<file path="src/verilog/tlul_pkg.sv">
`default_nettype none

package tlul_pkg;

  // Widths of the TL-UL fields used by this device port
  parameter int TL_AW  = 32;
  parameter int TL_DW  = 32;
  parameter int TL_DBW = TL_DW / 8;
  parameter int TL_SZW = 2;
  parameter int TL_AIW = 8;

  // Largest legal size field, as log2 of the bytes in one data word
  parameter int TL_SZ_MAX = $clog2(TL_DBW);

  // Byte address as seen on the A channel
  typedef logic [TL_AW-1:0] tl_addr_t;

  // One bus data word
  typedef logic [TL_DW-1:0] tl_data_t;

  // One enable bit per byte lane of the data word
  typedef logic [TL_DBW-1:0] tl_mask_t;

  // Access size as log2 of the number of bytes
  typedef logic [TL_SZW-1:0] tl_size_t;

  // Tag the host uses to match replies to requests
  typedef logic [TL_AIW-1:0] tl_source_t;

  // Request opcodes of TL-UL
  // Values outside this list are legal on the wires and get flagged by the checker
  typedef enum logic [2:0] {
    PutFullData    = 3'h0,
    PutPartialData = 3'h1,
    Get            = 3'h4
  } tl_a_op_e;

  // Reply opcodes of TL-UL
  // Writes and all errored requests get AccessAck, good reads get AccessAckData
  typedef enum logic [2:0] {
    AccessAck     = 3'h0,
    AccessAckData = 3'h1
  } tl_d_op_e;

endpackage

`default_nettype wire

</file>
<file path="src/verilog/sram_if.sv">
`timescale 1ns/1ps
`default_nettype none

interface sram_if #(
  parameter int SramAw = 10
);

  import tlul_pkg::*;

  // Command from the adapter, taken when req and gnt are both high
  logic              req;
  logic              we;
  logic [SramAw-1:0] addr;
  tl_data_t          wdata;
  tl_data_t          wmask;

  // Return from the memory
  // rvalid is a single-cycle pulse one cycle after a taken read
  logic     gnt;
  tl_data_t rdata;
  logic     rvalid;

  modport adapter (output req, we, addr, wdata, wmask, input gnt, rdata, rvalid);

  modport memory (input req, we, addr, wdata, wmask, output gnt, rdata, rvalid);

endinterface

`default_nettype wire

</file>
<file path="src/verilog/fifo_sync.sv">
`timescale 1ns/1ps
`default_nettype none

module fifo_sync #(
  parameter int Width = 8,
  parameter int Depth = 2,
  parameter bit Pass  = 1'b0
) (
  input  logic             clk_i,
  input  logic             rst_i,
  input  logic             wvalid_i,
  output logic             wready_o,
  input  logic [Width-1:0] wdata_i,
  output logic             rvalid_o,
  input  logic             rready_i,
  output logic [Width-1:0] rdata_o
);

  // A depth of one still needs a one-bit pointer
  localparam int PtrW = (Depth > 1) ? $clog2(Depth) : 1;
  localparam int CntW = $clog2(Depth + 1);

  logic [Width-1:0] mem [Depth];
  logic [PtrW-1:0]  wptr_q;
  logic [PtrW-1:0]  rptr_q;
  logic [CntW-1:0]  count_q;
  logic             empty;
  logic             full;
  logic             bypass;
  logic             do_push;
  logic             do_pop;

  // Step a pointer around the circular buffer
  function automatic logic [PtrW-1:0] next_ptr(input logic [PtrW-1:0] ptr);
    if (ptr == PtrW'(Depth - 1)) begin
      return '0;
    end
    return ptr + 1'b1;
  endfunction

  assign empty = (count_q == '0);
  assign full  = (count_q == CntW'(Depth));

  // With Pass set, an empty buffer hands the write side straight to the read side
  assign bypass = Pass && empty;

  assign wready_o = ~full;
  assign rvalid_o = ~empty | (bypass & wvalid_i);
  assign rdata_o  = bypass ? wdata_i : mem[rptr_q];

  // A bypassed word that is taken in the same cycle never enters the buffer
  assign do_push = wvalid_i & ~full & ~(bypass & rready_i);
  assign do_pop  = rready_i & ~empty;

  always_ff @(posedge clk_i) begin
    if (rst_i) begin
      wptr_q  <= '0;
      rptr_q  <= '0;
      count_q <= '0;
    end else begin
      if (do_push) begin
        wptr_q <= next_ptr(wptr_q);
      end
      if (do_pop) begin
        rptr_q <= next_ptr(rptr_q);
      end
      // Fill count only moves when exactly one side is active
      case ({do_push, do_pop})
        2'b10:   count_q <= count_q + 1'b1;
        2'b01:   count_q <= count_q - 1'b1;
        default: count_q <= count_q;
      endcase
    end
  end

  // Storage array
  always_ff @(posedge clk_i) begin
    if (do_push) begin
      mem[wptr_q] <= wdata_i;
    end
  end

endmodule

`default_nettype wire

</file>
<file path="src/verilog/tlul_err.sv">
`timescale 1ns/1ps
`default_nettype none

module tlul_err (
  input  logic                a_valid_i,
  input  tlul_pkg::tl_a_op_e  a_opcode_i,
  input  tlul_pkg::tl_size_t  a_size_i,
  input  tlul_pkg::tl_addr_t  a_address_i,
  input  tlul_pkg::tl_mask_t  a_mask_i,
  output logic                err_o
);

  import tlul_pkg::*;

  tl_mask_t lanes;
  logic     op_ok;
  logic     size_ok;
  logic     addr_ok;
  logic     mask_ok;

  // Only the three TL-UL opcodes this device understands are accepted
  assign op_ok = a_opcode_i inside {PutFullData, PutPartialData, Get};

  // The size may not exceed one data word
  assign size_ok = (a_size_i <= TL_SZW'(TL_SZ_MAX));

  // Work out the byte lanes selected by size and address, and the alignment
  always_comb begin
    lanes   = '0;
    addr_ok = 1'b0;
    case (a_size_i)
      2'd0: begin
        // Any byte address is aligned for a single byte
        lanes   = tl_mask_t'(4'b0001 << a_address_i[1:0]);
        addr_ok = 1'b1;
      end
      2'd1: begin
        lanes   = a_address_i[1] ? 4'b1100 : 4'b0011;
        addr_ok = ~a_address_i[0];
      end
      2'd2: begin
        lanes   = '1;
        addr_ok = (a_address_i[1:0] == 2'b00);
      end
      default: begin
        // Size 3 is already illegal, nothing is selected
        lanes   = '0;
        addr_ok = 1'b0;
      end
    endcase
  end

  // The mask may never reach outside the selected lanes
  // Get and PutFullData must enable exactly those lanes
  always_comb begin
    mask_ok = ((a_mask_i & ~lanes) == '0);
    if (a_opcode_i == Get || a_opcode_i == PutFullData) begin
      mask_ok = (a_mask_i == lanes);
    end
  end

  assign err_o = a_valid_i & ~(op_ok & size_ok & addr_ok & mask_ok);

endmodule

`default_nettype wire

</file>
<file path="src/verilog/tlul_sram_adapter.sv">
`timescale 1ns/1ps
`default_nettype none

module tlul_sram_adapter #(
  parameter int SramAw      = 10,
  parameter int Outstanding = 2,
  parameter bit ByteAccess  = 1'b1,
  parameter bit ErrOnWrite  = 1'b0,
  parameter bit ErrOnRead   = 1'b0
) (
  input  logic                  clk_i,
  input  logic                  rst_i,
  input  logic                  a_valid_i,
  input  tlul_pkg::tl_a_op_e    a_opcode_i,
  input  tlul_pkg::tl_size_t    a_size_i,
  input  tlul_pkg::tl_source_t  a_source_i,
  input  tlul_pkg::tl_addr_t    a_address_i,
  input  tlul_pkg::tl_mask_t    a_mask_i,
  input  tlul_pkg::tl_data_t    a_data_i,
  output logic                  a_ready_o,
  input  logic                  d_ready_i,
  output logic                  d_valid_o,
  output tlul_pkg::tl_d_op_e    d_opcode_o,
  output tlul_pkg::tl_size_t    d_size_o,
  output tlul_pkg::tl_source_t  d_source_o,
  output tlul_pkg::tl_data_t    d_data_o,
  output logic                  d_error_o,
  sram_if.adapter               sram
);

  import tlul_pkg::*;

  localparam int ByteBits = $clog2(TL_DBW);
  localparam int OpW      = $bits(tl_d_op_e);
  // Request FIFO entry is {reply opcode, error, size, source}
  localparam int ReqW     = OpW + 1 + TL_SZW + TL_AIW;

  // Widen every byte enable to eight bit enables
  function automatic tl_data_t expand_mask(input tl_mask_t m);
    tl_data_t bits;
    bits = '0;
    for (int i = 0; i < TL_DBW; i++) begin
      bits[8*i +: 8] = {8{m[i]}};
    end
    return bits;
  endfunction

  logic            a_ack;
  logic            d_ack;
  logic            sram_ack;
  logic            is_put;
  logic            is_get;
  logic            tlul_error;
  logic            wr_attr_error;
  logic            wr_vld_error;
  logic            rd_vld_error;
  logic            error_internal;
  logic            fifos_ready;
  tl_data_t        a_bitmask;
  tl_d_op_e        req_op;
  logic            reqfifo_wready;
  logic            reqfifo_rvalid;
  logic [ReqW-1:0] reqfifo_wdata;
  logic [ReqW-1:0] reqfifo_rdata;
  tl_d_op_e        head_op;
  logic            head_error;
  tl_size_t        head_size;
  tl_source_t      head_source;
  logic            head_is_read;
  logic            maskfifo_wvalid;
  logic            maskfifo_wready;
  logic            maskfifo_rvalid;
  tl_mask_t        maskfifo_rdata;
  logic            rspfifo_wvalid;
  logic            rspfifo_wready;
  logic            rspfifo_rvalid;
  logic            rspfifo_rready;
  tl_data_t        rspfifo_wdata;
  tl_data_t        rspfifo_rdata;
  logic            d_valid;

  assign is_put = a_opcode_i inside {PutFullData, PutPartialData};
  assign is_get = (a_opcode_i == Get);

  // Protocol legality of the A channel
  tlul_err u_err (
    .a_valid_i   (a_valid_i),
    .a_opcode_i  (a_opcode_i),
    .a_size_i    (a_size_i),
    .a_address_i (a_address_i),
    .a_mask_i    (a_mask_i),
    .err_o       (tlul_error)
  );

  // Without byte access only whole-word writes are allowed
  assign wr_attr_error = is_put && !ByteAccess && (a_mask_i != '1 || a_size_i != 2'd2);
  assign wr_vld_error  = ErrOnWrite && !is_get;
  assign rd_vld_error  = ErrOnRead && is_get;
  assign error_internal = tlul_error | wr_attr_error | wr_vld_error | rd_vld_error;

  // All three FIFOs must have room before anything is accepted
  assign fifos_ready = reqfifo_wready & maskfifo_wready & rspfifo_wready;

  // Errored requests skip the memory, so they do not wait for a grant
  assign a_ready_o = (sram.gnt | error_internal) & fifos_ready;

  assign a_ack    = a_valid_i & a_ready_o;
  assign d_ack    = d_valid & d_ready_i;
  assign sram_ack = sram.req & sram.gnt;

  // SRAM command, raised only for legal requests
  assign a_bitmask  = expand_mask(a_mask_i);
  assign sram.req   = a_valid_i & fifos_ready & ~error_internal;
  assign sram.we    = is_put;
  assign sram.addr  = a_address_i[ByteBits +: SramAw];
  assign sram.wmask = a_bitmask;
  assign sram.wdata = is_put ? (a_data_i & a_bitmask) : '0;

  // The reply opcode is decided here and stored with the request
  assign req_op        = (is_get && !error_internal) ? AccessAckData : AccessAck;
  assign reqfifo_wdata = {req_op, error_internal, a_size_i, a_source_i};

  // Every accepted request gets one entry, popped by its D handshake
  fifo_sync #(
    .Width (ReqW),
    .Depth (Outstanding),
    .Pass  (1'b0)
  ) u_reqfifo (
    .clk_i    (clk_i),
    .rst_i    (rst_i),
    .wvalid_i (a_ack),
    .wready_o (reqfifo_wready),
    .wdata_i  (reqfifo_wdata),
    .rvalid_o (reqfifo_rvalid),
    .rready_i (d_ack),
    .rdata_o  (reqfifo_rdata)
  );

  assign head_source  = reqfifo_rdata[TL_AIW-1:0];
  assign head_size    = reqfifo_rdata[TL_AIW +: TL_SZW];
  assign head_error   = reqfifo_rdata[TL_AIW + TL_SZW];
  assign head_op      = tl_d_op_e'(reqfifo_rdata[ReqW-1 -: OpW]);
  assign head_is_read = (head_op == AccessAckData);

  // Read mask waits here from the grant until the data returns
  assign maskfifo_wvalid = sram_ack & ~sram.we;

  fifo_sync #(
    .Width (TL_DBW),
    .Depth (Outstanding),
    .Pass  (1'b0)
  ) u_maskfifo (
    .clk_i    (clk_i),
    .rst_i    (rst_i),
    .wvalid_i (maskfifo_wvalid),
    .wready_o (maskfifo_wready),
    .wdata_i  (a_mask_i),
    .rvalid_o (maskfifo_rvalid),
    .rready_i (rspfifo_wvalid),
    .rdata_o  (maskfifo_rdata)
  );

  // Unrequested lanes of the read word come back as zero
  assign rspfifo_wvalid = sram.rvalid & maskfifo_rvalid;
  assign rspfifo_wdata  = sram.rdata & expand_mask(maskfifo_rdata);
  assign rspfifo_rready = d_ack & head_is_read;

  // The memory cannot be stalled, so read data is parked here under back-pressure
  fifo_sync #(
    .Width (TL_DW),
    .Depth (Outstanding),
    .Pass  (1'b1)
  ) u_rspfifo (
    .clk_i    (clk_i),
    .rst_i    (rst_i),
    .wvalid_i (rspfifo_wvalid),
    .wready_o (rspfifo_wready),
    .wdata_i  (rspfifo_wdata),
    .rvalid_o (rspfifo_rvalid),
    .rready_i (rspfifo_rready),
    .rdata_o  (rspfifo_rdata)
  );

  // A read reply waits for its data, anything else answers at once
  assign d_valid = reqfifo_rvalid & (~head_is_read | rspfifo_rvalid);

  assign d_valid_o  = d_valid;
  assign d_opcode_o = d_valid ? head_op : AccessAck;
  assign d_size_o   = d_valid ? head_size : '0;
  assign d_source_o = d_valid ? head_source : '0;
  assign d_data_o   = (d_valid && head_is_read) ? rspfifo_rdata : '0;
  assign d_error_o  = d_valid & head_error;

endmodule

`default_nettype wire

</file>
<file path="src/flat_wrapper.sv">
// flat-port wrapper written by rule: the top's interface ports become plain ports
module tlul_sram_adapter_flat import tlul_pkg::*;
#(
  parameter int SramAw      = 10,
  parameter int Outstanding = 2,
  parameter bit ByteAccess  = 1'b1,
  parameter bit ErrOnWrite  = 1'b0,
  parameter bit ErrOnRead   = 1'b0
)
  (clk_i, rst_i, a_valid_i, a_opcode_i, a_size_i, a_source_i, a_address_i, a_mask_i, a_data_i, a_ready_o, d_ready_i, d_valid_o, d_opcode_o, d_size_o, d_source_o, d_data_o, d_error_o, sram_req, sram_we, sram_addr, sram_wdata, sram_wmask, sram_gnt, sram_rdata, sram_rvalid);
  sram_if #(.SramAw(SramAw)) sram_i ();
  input  logic clk_i;
  input  logic rst_i;
  input  logic a_valid_i;
  input  tlul_pkg::tl_a_op_e a_opcode_i;
  input  tlul_pkg::tl_size_t a_size_i;
  input  tlul_pkg::tl_source_t a_source_i;
  input  tlul_pkg::tl_addr_t a_address_i;
  input  tlul_pkg::tl_mask_t a_mask_i;
  input  tlul_pkg::tl_data_t a_data_i;
  output logic a_ready_o;
  input  logic d_ready_i;
  output logic d_valid_o;
  output tlul_pkg::tl_d_op_e d_opcode_o;
  output tlul_pkg::tl_size_t d_size_o;
  output tlul_pkg::tl_source_t d_source_o;
  output tlul_pkg::tl_data_t d_data_o;
  output logic d_error_o;
  output wire logic [$bits(sram_i.req)-1:0] sram_req;
  output wire logic [$bits(sram_i.we)-1:0] sram_we;
  output wire logic [$bits(sram_i.addr)-1:0] sram_addr;
  output wire logic [$bits(sram_i.wdata)-1:0] sram_wdata;
  output wire logic [$bits(sram_i.wmask)-1:0] sram_wmask;
  input wire logic [$bits(sram_i.gnt)-1:0] sram_gnt;
  input wire logic [$bits(sram_i.rdata)-1:0] sram_rdata;
  input wire logic [$bits(sram_i.rvalid)-1:0] sram_rvalid;
  assign sram_req = sram_i.req;
  assign sram_we = sram_i.we;
  assign sram_addr = sram_i.addr;
  assign sram_wdata = sram_i.wdata;
  assign sram_wmask = sram_i.wmask;
  assign sram_i.gnt = sram_gnt;
  assign sram_i.rdata = sram_rdata;
  assign sram_i.rvalid = sram_rvalid;
  tlul_sram_adapter #(.SramAw(SramAw), .Outstanding(Outstanding), .ByteAccess(ByteAccess), .ErrOnWrite(ErrOnWrite), .ErrOnRead(ErrOnRead)) u_core (.clk_i(clk_i), .rst_i(rst_i), .a_valid_i(a_valid_i), .a_opcode_i(a_opcode_i), .a_size_i(a_size_i), .a_source_i(a_source_i), .a_address_i(a_address_i), .a_mask_i(a_mask_i), .a_data_i(a_data_i), .a_ready_o(a_ready_o), .d_ready_i(d_ready_i), .d_valid_o(d_valid_o), .d_opcode_o(d_opcode_o), .d_size_o(d_size_o), .d_source_o(d_source_o), .d_data_o(d_data_o), .d_error_o(d_error_o), .sram(sram_i));
endmodule
</file>
<file path="config.mk">
export PLATFORM = sky130hd
export DESIGN_NAME = tlul_sram_adapter_flat
export DESIGN_NICKNAME = d
export VERILOG_FILES = /design/src/verilog/tlul_pkg.sv /design/src/verilog/sram_if.sv /design/src/verilog/fifo_sync.sv /design/src/verilog/tlul_err.sv /design/src/verilog/tlul_sram_adapter.sv /design/src/flat_wrapper.sv
export SDC_FILE = /design/constraint.sdc
export NUM_CORES = 1
export LEC_CHECK = 0
export ABC_AREA = 1
export BUFFER_PORTS_ARGS = -buffer_cell sky130_fd_sc_hd__clkbuf_2
export CAP_MARGIN = 10
export CORE_MARGIN = 1
export CORE_UTILIZATION = 50
export CTS_CLUSTER_DIAMETER = 120
export DETAILED_ROUTE_END_ITERATION = 16
export PLACE_DENSITY = 0.82
export SETUP_SLACK_MARGIN = 0.1
export SYNTH_ARGS = -nofsm -noshare
export SYNTH_HDL_FRONTEND = slang
export SYNTH_SLANG_ARGS = --single-unit
</file>
<file path="constraint.sdc">
create_clock -name clk_i -period 7 [get_ports clk_i]
set_input_delay 0.35 -clock clk_i [delete_from_list [all_inputs] [get_ports clk_i]]
set_output_delay 0.35 -clock clk_i [all_outputs]
set_load 0.02 [all_outputs]
</file>
After elaboration in Yosys (flattened, before gate mapping)
Memory sizes are Yosys's and may differ from the RTL's. A register that Yosys moved wholly into a read port is not among the register bits.
Cells that the tools add are included.
Storage, ports and cells
  bits in registers: 12
  RAM bits: 96
  input bits: 119
  output and inout bits: 124
  word-level logic and storage cells: 158
  memories: 3
Memory list
  u_core.u_rspfifo.mem: depth 2, bits a word 32, read ports 1, clocked after memory_dff 1, wr ports 1, RTL line fifo_sync.sv:23  | logic [Width-1:0] mem [Depth];
  u_core.u_reqfifo.mem: depth 2, bits a word 12, read ports 1, clocked after memory_dff 1, wr ports 1, RTL line fifo_sync.sv:23
  u_core.u_maskfifo.mem: depth 2, bits a word 4, read ports 1, clocked after memory_dff 1, wr ports 1, RTL line fifo_sync.sv:23
Cells by class
  add/sub/neg operators: 12
  order comparisons: 1
  eq/ne operators: 15
  shifts and indexed selects: 1
  mux-type cells: 56
  bitwise logic cells: 45
  reductions and logical operators: 16
Operators by type and width (count)
  32-bit two-way mux: 3
  32-bit bitwise AND: 2
  1-bit two-way mux: 44
  1-bit bitwise AND: 26
  2-bit == test (second input constant): 7
  1-bit inverter: 12
  2-bit case mux with 2 select lines: 3
  4-bit case mux with 3 select lines: 1
  2-bit zero test: 5
  2-bit by 1-bit == test with 1-bit output (second input constant): 4
  8-bit two-way mux: 1
  2-bit nonzero test: 4
  1-bit adder (second input constant): 6
  2-bit by 1-bit adder with 2-bit output (second input constant): 3
  3-bit by 1-bit == test with 1-bit output (second input constant): 2
  2-bit by 1-bit subtractor with 2-bit output (second input constant): 3
  4-bit bitwise AND: 1
  4-bit == test: 1
  4-bit zero test: 1
  4-bit two-way mux: 1
  4-bit inverter: 1
  1-bit by 2-bit << shifter with 4-bit output (first input constant): 1
  3-bit == test (second input constant): 1
  3-bit zero test: 1
  other kinds (9): 12

Longest topological paths before layout
Gate-level depths: netlist (run 1).
  depth after elaboration: 17
  depth in mapped cells: 19
  mapped depth without buffers: 19

Cells and area by module
From an unflattened synthesis (run 1), not the netlist that was laid out.
Unflattened totals
  cells, all modules: 744
  area, all modules: 6448.7 um2
Modules (own cells, without submodules)
  fifo_sync at u_core.u_rspfifo: times used 1, cells each 273, area an instance 2995.4 um2, sequential area each 2021.9 um2
  tlul_sram_adapter: times used 1, cells each 303, area an instance 1442.6 um2, sequential area each 0.0 um2
  fifo_sync at u_core.u_reqfifo: times used 1, cells each 81, area an instance 1262.5 um2, sequential area each 940.9 um2
  fifo_sync at u_core.u_maskfifo: times used 1, cells each 50, area an instance 563.0 um2, sequential area each 340.3 um2
  tlul_err: times used 1, cells each 37, area an instance 185.2 um2, sequential area each 0.0 um2

Least setup slack after synthesis (run 1)
Ideal clock, no wire load.
  path kind: register to register
  start point: reg u_core.u_rspfifo.count_q[0]
  end point: mem u_core.u_rspfifo.mem[0][0] (netlist bit) (enable)
  setup time: 421 ps
  arrival: 2299 ps
  required time: 6579 ps
  setup slack: 4280 ps
  cell stages (with the launch flop): 8
  buffers on the path: 0
  period minus slack after synthesis: 2720 ps
  cell sequence: dfxtp_1 > nor2_2 > nand2_2 > nand3_4 > inv_2 > nand3_2 > nand2_1 > nor2_1
On the way
  longest elaborated chain between the ends: 12
  elaborated cells on any way between the ends: 16
  classes of those cells: eq/ne (1); mux (2); bitwise (12); reduce/logical (1)
RTL lines
  from (decl): RTL line fifo_sync.sv:26  | logic [CntW-1:0] count_q;
  from (signal assigned): RTL line fifo_sync.sv:69  | 2'b10: count_q <= count_q + 1'b1;
  from (signal assigned): RTL line fifo_sync.sv:70  | 2'b01: count_q <= count_q - 1'b1;
  from (signal assigned): RTL line fifo_sync.sv:71  | default: count_q <= count_q;
  2-bit zero test: RTL line fifo_sync.sv:41  | assign empty = (count_q == '0);
  1-bit bitwise AND or 1-bit inverter (tied branches): RTL line fifo_sync.sv:48  | assign rvalid_o = ~empty | (bypass & wvalid_i);
  1-bit OR: RTL line fifo_sync.sv:48
  1-bit OR: RTL line tlul_sram_adapter.sv:185  | assign d_valid = reqfifo_rvalid & (~head_is_read | rspfifo_rvalid);
  1-bit bitwise AND: RTL line tlul_sram_adapter.sv:185
  1-bit bitwise AND: RTL line tlul_sram_adapter.sv:108  | assign d_ack = d_valid & d_ready_i;
  1-bit bitwise AND: RTL line tlul_sram_adapter.sv:166  | assign rspfifo_rready = d_ack & head_is_read;
  1-bit bitwise AND: RTL line fifo_sync.sv:52  | assign do_push = wvalid_i & ~full & ~(bypass & rready_i);
  1-bit inverter: RTL line fifo_sync.sv:52
  1-bit bitwise AND *: RTL line fifo_sync.sv:52
  1-bit two-way mux *: RTL line fifo_sync.sv:78  | if (do_push) begin
  1-bit two-way mux (implied by the code) *: RTL line fifo_sync.sv:79  | mem[wptr_q] <= wdata_i;
  to (decl): RTL line fifo_sync.sv:23
Mark *: on every way between the ends. The rest lies on a longest branch, timed or not.

==> results by group, run 1 <==
Floorplan
  • Initial core utilization: 0.5203
  • Die area: 11,860 um2
  • Die W: 108.9 um
  • Die Ht: 108.9 um
  • Core Region: 10,980 um2
  • I/O pin cnt: 243
  • Rows: 38

Power
  • Comb power frac: 0.123
  • Clk network pwr share: 0.352
  • Leakage: 3.134 nW
  • Tot Pwr: 0.001408 W
  • Peak VDD IR: 0.0001177 V
  • Power per cell area: 208.4 nW/um2
  • Sw Ratio: 0.2550
  • P_sw: 0.0003592 W
  • Power Internal: 0.001049 W
  • Reg power frac: 0.525

Place
  • Post-DP Area: 6460 um2
  • Inst Count DP: 919
  • Final GP Congestion: 0.8225
  • PortBufs: 200
  • DP Wirelength: 8567 um

Worst setup path
  • CP max stage cell: inv_1
  • Crit path max-delay family: buffers and inverters
  • Max FO, Critical Path: 33
  • Max incr delay on CP: 710 ps
  • CP Capture Type: primary output
  • Critical path arrival: 2260 ps
  • R2r setup slk: 4450 ps
  • Worst Path Required: 6650 ps
  • Critical-path cell list: buf_4 > inv_1 > o21ai_0 > a21oi_1 > clkbuf_2
  • CP bufs+invs: 3
  • Crit path kind: reg2out
  • CP Launch Type: flop

Clock tree
  • CTS tree: yes
  • Worst-path clk slew: 80 ps
  • Clk sinks: 111
  • CTS Buffer Depth: 2
  • Clk_lat worst skew: 340 ps
  • Clk root buf: clkbuf_16
  • Post-CTS Repair Setup Buffers: 0
  • Hold_buf cts: 0
  • Post-CTS sizing: 0
  • Num CTS Buffers: 9
  • H-tree depth: 3

Flow run
  • Max Cap Viol: 0

STA
  • Final number of hold-violating endpoints: 0
  • Setup TNS: 0 ps
  • Pins Over Slew Limit: 0
  • Crit share post-route: 0.3728
  • Clk_skew: 10.17 ps
  • Max Fclk: 383.2 MHz
  • Final min period: 2610 ps
  • RSZ-0062 raised after global routing: no
  • # setup viols final: 0
  • Max-Slew Margin vs Limit: 0.3056
  • Worst-Margin Slew: 1038 ps

Global route
  • Largest net degree at the start of global routing: 59
  • Total GRT Usage: 0.2047
  • Busiest grt layer: met2
  • First-pass GRT wire length: 18,090 um
  • Overflow after GRT: 0
  • M3 GR Usage: 0.03706
  • Vias in the first global route: 3,897
  • Met1 global-route usage: 0.2300
  • M2 GR Usage: 0.3823
  • Initial antenna violation count: 1

Synth
  • Syn_area_per_cell: 8.846 um2
  • Synthesized flop and latch total: 111
  • Mapped cell area: 5714 um2
  • Cell variety after synth: 29
  • Yosys warnings: 0
  • Share of the yosys chip area belonging to registers: 0.5570
  • Syn Inst Count: 646

Final layout
  • Post-route cell area: 6759 um2
  • Area grow syn2layout: 18.28%
  • Layout Nets: 916
  • Layout cell share with drive strength beyond 1: 0.3082
  • Layout Cells excl Fill: 936
  • Filler instances: 909

Drt
  • Post-route DRC violation count: 0
  • Antenna Nets Post-Route: 0
  • 1st-iter DRT viols: 216
  • First-pass DRT Iterations: 7
  • Vias: 4,518
  • Routed WL: 12,130 um
  • Via/cell ratio: 4.827
  • Routed WL per cell: 12.96 um

Worst hold path
  • Worst Hold Class: in2reg

Outcome
  • Outcome: finished clean
[final cells by class]
type,count,area [um2],area share
inverters,63,236.5,0.03499
flip-flops and latches,111,3183,0.4709
well taps,140,175.2,0.02592
repair buffers,204,1031,0.1525
diodes,1,2.502,0.0003702
clock inverters,6,57.56,0.008515
multi-input cells,401,1834,0.2714
clock buffers,10,239.0,0.03536
[metal layers]
metal / vias to the layer above / wire (um)
met4: 0 / 148
met2: 179 / 6329
met5: - / 0
met3: 10 / 691
li1: 2337 / -
met1: 1992 / 4958
[cell usage after synthesis]
library cell  instances  area [um2]
a31oi_1               4       25.02
or2_1                 1       6.260
a21oi_1              55       275.3
nor2_2                3       18.77
inv_2                 5       18.77
nand3_2               2       20.02
nor4_1                1       6.260
nand3_4               1       17.52
nor2_1              149       559.3
ha_1                  7       87.58
conb_1                1       3.750
inv_1                58       217.7
nand3_1               4       20.02
o21ai_1               9       45.04
buf_1                 3       11.26
xor2_1                2       17.52
nand2_1             116       435.4
mux2i_2               4       55.05
buf_4                46       345.3
dfxtp_1              15       300.3
nand4_2               1       12.51
nand2_2               6       37.54
edfxtp_1             96        2883
nor2_4                1       11.26
o21ai_0              32       160.2
clkbuf_1             10       37.54
buf_6                 2       22.52
o21ai_2               1       8.760
buf_2                11       55.05
[through the flow]
stage	setup slack (ps)	util	hold slack, ps
2_1_floorplan	4280	-	422.4
3_3_place_gp	4173	0.5882	439.8
3_5_place_dp	4079	0.5882	458.7
4_1_cts	4332	0.6152	180.1
5_1_grt	4122	0.6154	167.8
6_report	4390	0.6154	189.8
[sequential cells by signal (all words and copies together) (netlist names), named ones only]
signal,flops
u_core.u_reqfifo.rptr_q,1
u_core.u_reqfifo.count_q,2
u_core.u_reqfifo.wptr_q,1
u_core.u_rspfifo.wptr_q,1
u_core.u_maskfifo.wptr_q,1
u_core.u_reqfifo.mem,24
u_core.u_rspfifo.rptr_q,1
u_core.u_maskfifo.count_q,2
u_core.u_rspfifo.mem,64
u_core.u_maskfifo.rptr_q,1
u_core.u_maskfifo.mem,8
u_core.u_rspfifo.count_q,2
[path summary, 6_finish.rpt]
| path | cells past startpoint | start | to |
|---|---|---|---|
| worst max register to register | 9 | flop | u_core.u_rspfifo.mem[0][20]$_DFFE_PP_ |
| worst min register to register | 1 | u_core.u_reqfifo.count_q[1]$_SDFFE_PP0P_ | u_core.u_reqfifo.count_q[1]$_SDFFE_PP0P_ |
| worst min-delay path | 1 | a_source_i[7] | u_core.u_reqfifo.mem[1][7]$_DFFE_PP_ |
| worst max-delay path | 5 | flop | d_data_o[22] |
[power groups by stage]
stage          combinational [W]  clock [W]  sequential (W)
6_report                0.000173   0.000496        0.000739
5_1_grt                 0.000193   0.000530        0.000741
4_1_cts                 0.000174   0.000505        0.000739
3_5_place_dp            0.000173          0        0.000754
3_3_place_gp            0.000169          0        0.000753
2_1_floorplan           0.000130          0        0.000750
[logic make-up (layout without fill, tap and decap cells)]
family                     count (synthesis)  in the layout  share of synthesized area
adders and majority gates                  7              7                    0.01533
DFF                                      111            111                     0.5570
other                                      1              3                  0.0006563
muxes                                      4              4                   0.009634
xor gates and xnor gates                   2              2                   0.003066
buffers and inverters                    135            283                     0.1239
and+or+nand+nor                          285            285                     0.2004
AOI/OAI and AO/OA                        101            101                    0.08999
[layout by cell type, fill, tap and decap left out, drive strengths merged, types with 2 or more instances in the layout]
master,instances
clkbuf,210
inv,68
nand2,122
ha,7
nand3,7
mux2i,4
xor2,2
a21oi,55
conb,2
o21ai,42
dfxtp,15
buf,4
edfxtp,96
a31oi,4
nor2,153
Power figures use the tool's default switching activity.
==> run 2: changes to the inputs <==
CORE_UTILIZATION = 44   (was 50)
PLACE_DENSITY = 0.77   (was 0.82)
clock period = 2.1 ns   (was 7 ns; I/O delays follow)
==> results by group, run 2 (synthesis results as in run 1) <==
Outcome
  • Outcome: finished clean (unchanged)

Worst setup path
  • CP Capture Type: primary output (unchanged)
  • Crit path kind: reg2out (unchanged)
  • CP Launch Type: flop (unchanged)
  • Max FO, Critical Path: 32 (was 33)
  • Critical path arrival: 1740 ps (was 2260 ps)
  • CP endpoint: d_data_o[4] (was d_data_o[22])
  • R2R Path End: u_core.u_rspfifo.count_q[1]$_SDFFE_PP0P_ (was u_core.u_rspfifo.mem[0][20]$_DFFE_PP_)
  • Worst Path Required: 2000 ps (was 6650 ps)
  • Start of the worst register-to-register path: u_core.u_rspfifo.count_q[1]$_SDFFE_PP0P_
  • R2R cell count: 12 (was 9)
  • Worst Setup SP: u_core.u_rspfifo.count_q[1]$_SDFFE_PP0P_
  • R2r setup slk: 320 ps (was 4450 ps)

Floorplan
  • Die area: 13,450 um2 (was 11,860 um2)
  • Die Ht: 116.0 um (was 108.9 um)
  • Rows: 41 (was 38)
  • Initial core utilization: 0.4528 (was 0.5203)
  • Die W: 116.0 um (was 108.9 um)
  • Core Region: 12,620 um2 (was 10,980 um2)
  • I/O pin cnt: 243 (unchanged)

Final layout
  • Commonest non-fill, non-tap cells in the layout: clkbuf_2 (200), nor2_1 (143), nand2_1 (114) (was clkbuf_2 (200), nor2_1 (148), nand2_1 (116))
  • Largest Register: u_core.u_rspfifo.mem (unchanged)
  • Antenna diode count: 0 (was 1)
  • Layout cell share with drive strength beyond 1: 0.3414 (was 0.3082)
  • Largest registers: u_core.u_rspfifo.mem: 64 flops, u_core.u_reqfifo.mem: 24 flops, u_core.u_maskfifo.mem: 8 flops (unchanged)
  • Filler instances: 1,129 (was 909)
  • Most common cell after layout, fill and taps aside: clkbuf_2 (unchanged)
  • Layout Cells excl Fill: 1,001 (was 936)
  • Layout Utilization: 0.5715 (was 0.6154)
  • Layout Nets: 950 (was 916)
  • Largest register FFs: 64 (unchanged)
  • Area grow syn2layout: 26.21% (was 18.28%)

Power
  • Tot Pwr: 0.004846 W (was 0.001408 W)
  • Leakage: 3.315 nW (was 3.134 nW)
  • Power per cell area: 672.0 nW/um2 (was 208.4 nW/um2)
  • Peak VDD IR: 0.0003644 V (was 0.0001177 V)

Clock tree
  • Clk sinks: 111 (unchanged)
  • CTS tree: yes (unchanged)
  • H-tree depth: 3 (unchanged)
  • Worst-path clk slew: 70 ps (was 80 ps)
  • Num CTS Buffers: 9 (unchanged)
  • Clk root buf: clkbuf_16 (unchanged)
  • CTS Buffer Depth: 2 (unchanged)
  • Clk_lat worst skew: 340 ps (about the same)

Global route
  • Total GRT Usage: 0.1836 (was 0.2047)
  • Initial antenna violation count: 0 (was 1)
  • Vias in the first global route: 4,013 (was 3,897)
  • Largest net degree at the start of global routing: 35 (was 59)
  • First-pass GRT wire length: 18,640 um (was 18,090 um)
  • Overflow after GRT: 0 (unchanged)

STA
  • RSZ-0062 raised after global routing: yes (was no)
  • Final min period: 1850 ps
  • Max Fclk: 540.6 MHz
  • Setup WS post-layout: 250.1 ps (was 4390 ps)
  • Crit share post-route: 0.8809
  • Final number of hold-violating endpoints: 0 (unchanged)
  • Pins Over Slew Limit: 0 (unchanged)
  • Clk_skew: 7.857 ps (was 10.17 ps)
  • # setup viols final: 0 (unchanged)
  • Minimum hold slack: 60.93 ps (was 189.8 ps)

Drt
  • Post-route DRC violation count: 0 (unchanged)
  • Routed WL per cell: 12.27 um (was 12.96 um)
  • First-pass DRT Iterations: 5 (was 7)
  • Via/cell ratio: 4.593 (was 4.827)
  • Antenna Nets Post-Route: 0 (unchanged)
  • Routed WL: 12,290 um (was 12,130 um)
  • Vias: 4,598 (was 4,518)
  • 1st-iter DRT viols: 229 (was 216)

Worst hold path
  • Worst Hold Class: in2reg (unchanged)

Flow run
  • Max Cap Viol: 0 (unchanged)

Place
  • Inst Count DP: 974 (was 919)
  • Final GP Congestion: 0.8046 (was 0.8225)
  • PortBufs: 200 (unchanged)
  • DP Wirelength: 8813 um (was 8567 um)
  • DP Worst Slack: -138.7 ps (was 4079 ps)
-- run 2: worst min path at each step --
stage | startpoint | end | slack, ps | depth (start not counted)
2_1_floorplan | rst_i | flop | 180 | 1
3_3_place_gp | a_address_i[6] | sram_addr[4] | 210 | 0
3_5_place_dp | a_address_i[6] | sram_addr[4] | 210 | 0
4_1_cts | a_size_i[1] | u_core.u_reqfifo.mem[0][9]$_DFFE_PP_ | 40 | 2
5_1_grt | a_size_i[1] | u_core.u_reqfifo.mem[0][9]$_DFFE_PP_ | 60 | 2
6_report | a_size_i[1] | u_core.u_reqfifo.mem[0][9]$_DFFE_PP_ | 60 | 2
-- run 2: critical path, stage by stage, from the launching register on --
cell,delay (ps)
dfxtp_1,370
nor2_4,220
nand2_2,100
nand3_4,70
buf_4,340
a21oi_1,110
clkbuf_2,180
-- run 2: cell type report --
type | count | area [um2] | area share
clock inverters | 7 | 83.83 | 0.01162
inverters | 63 | 236.5 | 0.03279
clock buffers | 9 | 225.2 | 0.03123
well taps | 172 | 215.2 | 0.02984
flip-flops and latches | 111 | 3188 | 0.4421
multi-input cells | 401 | 1886 | 0.2615
repair buffers | 238 | 1378 | 0.1910
-- run 2: through the flow --
step | TNS, ps | instance area (um2)
final | 0 | 7212
after detailed placement | -546.1 | 6743
after CTS | 0 | 7152
after global routing | 0 | 7212
after floorplan | 0 | 5728
after global placement | -31.20 | 6743
-- run 2: power by group --
part	switching, W	total (W)	internal (W)
clock network	0.000788	0.00174	0.000953
logic	0.000399	0.000648	0.000249
registers	0.0000244	0.00246	0.00243
-- run 2: per-layer routing --
layer / part of all wire / wire length (um) / GRT usage / up-vias
li1: - / - / - / 2396
met1: 0.43 / 5265 / 0.2145 / 2023
met2: 0.50 / 6162 / 0.3329 / 167
met3: 0.057 / 703 / 0.04446 / 12
met4: 0.013 / 155 / 0.05385 / 0
met5: 0 / 0 / 0 / -
-- run 2: what timing repair did --
item	in CTS	in global routing
gates resized for setup	0	17
pin swaps	0	4
setup endpoints to repair	14	41
buffers inserted	0	1
endpoints found under the hold margin	22	0
hold buffers	10	0
==> run 3: changes to the inputs <==
PLACE_DENSITY = 0.76   (was 0.77)
==> results by group, run 3 (synthesis results as in run 1) <==
Worst setup path
  • CP endpoint: d_data_o[30] (was d_data_o[4])
  • R2R cell count: 11 (was 12)
  • Start of the worst register-to-register path: u_core.u_reqfifo.count_q[0]$_SDFFE_PP0P_ (was u_core.u_rspfifo.count_q[1]$_SDFFE_PP0P_)
  • CP Launch Type: flop (unchanged)
  • Critical path arrival: 1770 ps (was 1740 ps)
  • Worst Path Required: 2000 ps (about the same)
  • R2r setup slk: 320 ps (about the same)
  • CP Capture Type: primary output (unchanged)
  • R2R Path End: u_core.u_rspfifo.count_q[1]$_SDFFE_PP0P_ (unchanged)
  • Crit path kind: reg2out (unchanged)
  • Max incr delay on CP: 480 ps (was 370 ps)
  • Max FO, Critical Path: 8 (was 32)
  • CP max stage cell: dfxtp_2 (was dfxtp_1)
  • Critical-path cell list: mux2i_4 > nor2_1 > nand2_1 > a21oi_1 > clkbuf_2 (was nor2_4 > nand2_2 > nand3_4 > buf_4 > a21oi_1 > clkbuf_2)

Floorplan
  • I/O pin cnt: 243 (unchanged)
  • Die Ht: 116.0 um (unchanged)
  • Core Region: 12,620 um2 (unchanged)
  • Initial core utilization: 0.4528 (unchanged)
  • Die area: 13,450 um2 (unchanged)
  • Rows: 41 (unchanged)
  • Die W: 116.0 um (unchanged)

Final layout
  • Multi-input logic area: 1899 um2 (was 1886 um2)
  • Largest Register: u_core.u_rspfifo.mem (unchanged)
  • Filler instances: 1,137 (was 1,129)
  • Commonest non-fill, non-tap cells in the layout: clkbuf_2 (200), nor2_1 (144), nand2_1 (114) (was clkbuf_2 (200), nor2_1 (143), nand2_1 (114))
  • Area grow syn2layout: 26.41% (was 26.21%)
  • Most common cell after layout, fill and taps aside: clkbuf_2 (unchanged)
  • Layout Nets: 948 (was 950)
  • Largest register FFs: 64 (unchanged)
  • Post-route cell area: 7223 um2 (was 7212 um2)
  • Layout Cells excl Fill: 1,000 (was 1,001)
  • Largest registers: u_core.u_rspfifo.mem: 64 flops, u_core.u_reqfifo.mem: 24 flops, u_core.u_maskfifo.mem: 8 flops (unchanged)
  • Layout cell share with drive strength beyond 1: 0.3398 (was 0.3414)
  • Register Area: 3189 um2 (was 3188 um2)

Outcome
  • Outcome: finished clean (unchanged)

Drt
  • Routed WL per cell: 13.11 um (was 12.27 um)
  • Routed WL: 13,110 um (was 12,290 um)
  • Via/cell ratio: 4.694 (was 4.593)
  • Vias: 4,694 (was 4,598)
  • Post-route DRC violation count: 0 (unchanged)
  • Antenna Nets Post-Route: 0 (unchanged)
  • First-pass DRT Iterations: 4 (was 5)
  • 1st-iter DRT viols: 251 (was 229)

Place
  • DP Wirelength: 9193 um (was 8813 um)
  • Post-DP Area: 6708 um2 (was 6743 um2)
  • Final GP Congestion: 0.8529 (was 0.8046)
  • Inst Count DP: 971 (was 974)
  • PortBufs: 200 (unchanged)

Clock tree
  • Clk_lat worst skew: 350 ps (was 340 ps)
  • Clk root buf: clkbuf_16 (unchanged)
  • CTS tree: yes (unchanged)
  • H-tree depth: 3 (unchanged)
  • Worst-path clk slew: 80 ps (was 70 ps)
  • CTS Buffer Depth: 2 (unchanged)
  • Num CTS Buffers: 9 (unchanged)
  • Clk sinks: 111 (unchanged)

STA
  • RSZ-0062 raised after global routing: no (was yes)
  • Final min period: 1877 ps (was 1850 ps)
  • Crit share post-route: 0.8937 (was 0.8809)
  • # setup viols final: 0 (unchanged)
  • Final number of hold-violating endpoints: 0 (unchanged)
  • Pins Over Slew Limit: 0 (unchanged)
  • Clk_skew: 10.62 ps (was 7.857 ps)
  • Max Fclk: 532.8 MHz (was 540.6 MHz)

Global route
  • First-pass GRT wire length: 19,800 um (was 18,640 um)
  • Initial antenna violation count: 1 (was 0)
  • Total GRT Usage: 0.1963 (was 0.1836)
  • Vias in the first global route: 4,184 (was 4,013)
  • Largest net degree at the start of global routing: 43 (was 35)
  • Overflow after GRT: 0 (unchanged)

Power
  • Power per cell area: 669.0 nW/um2 (was 672.0 nW/um2)
  • Leakage: 3.305 nW (was 3.315 nW)
  • Peak VDD IR: 0.0003814 V (was 0.0003644 V)

Flow run
  • Max Cap Viol: 0 (unchanged)

Worst hold path
  • Worst Hold Class: in2reg (unchanged)
## run 3: layout make-up
type | count | share of cell area
diodes | 1 | 0.0003464
clock buffers | 9 | 0.03118
clock inverters | 7 | 0.01230
inverters | 63 | 0.03274
multi-input cells | 401 | 0.2629
flip-flops and latches | 111 | 0.4415
well taps | 172 | 0.02979
repair buffers | 236 | 0.1892
## run 3: critical path, delay by kind of cell, from the launching register on
| kind | cells | cell delay (ps) |
|---|---|---|
| AOI/OAI and AO/OA | 1 | 70 |
| buffers and inverters | 1 | 170 |
| DFF | 1 | 480 |
| muxes | 1 | 450 |
| and+or+nand+nor | 2 | 250 |
## run 3: stage by stage
step           utilization  power (W)  setup TNS [ps]  hold slack, ps  setup WS (ps)
2_1_floorplan            -   0.002933               0           177.4          112.8
3_3_place_gp        0.5315   0.003127          -20.20           210.1         -20.20
3_5_place_dp        0.5315   0.003139          -316.4           210.1         -120.7
4_1_cts             0.5650   0.004859               0           27.18         0.1128
5_1_grt             0.5724   0.005025               0           49.33          80.07
6_report            0.5724   0.004832               0           51.90          223.2
## run 3: worst min-delay path by stage
stage,to,start,cells past startpoint
6_report,u_core.u_reqfifo.mem[0][9]$_DFFE_PP_,a_size_i[1],2
5_1_grt,u_core.u_reqfifo.mem[0][9]$_DFFE_PP_,a_size_i[1],2
4_1_cts,u_core.u_reqfifo.mem[0][9]$_DFFE_PP_,a_size_i[1],2
3_5_place_dp,sram_addr[7],a_address_i[9],0
3_3_place_gp,sram_addr[7],a_address_i[9],0
2_1_floorplan,flop,rst_i,1
## run 3: repair_timing
item | CTS | global route
resized for setup | 1 | 19
setup buffers | 0 | 2
endpoints found under the setup margin | 24 | 34
pin swaps | 0 | 3
endpoints found under the hold margin | 22 | 0
hold buffers | 10 | 0
## run 3: routing by layer
metal | wire, um | global-route usage | vias up | share of wire
met5 | 0 | 0 | - | 0
met4 | 248 | 0.08547 | 0 | 0.019
met3 | 662 | 0.03190 | 19 | 0.050
met2 | 6820 | 0.3587 | 165 | 0.52
met1 | 5379 | 0.2260 | 2109 | 0.41
li1 | - | - | 2401 | -
## run 3: report_power, final
part | switching, W | internal (W)
clock network | 0.000860 | 0.000857
logic | 0.000406 | 0.000254
registers | 0.0000225 | 0.00243
total | 0.00129 | 0.00354
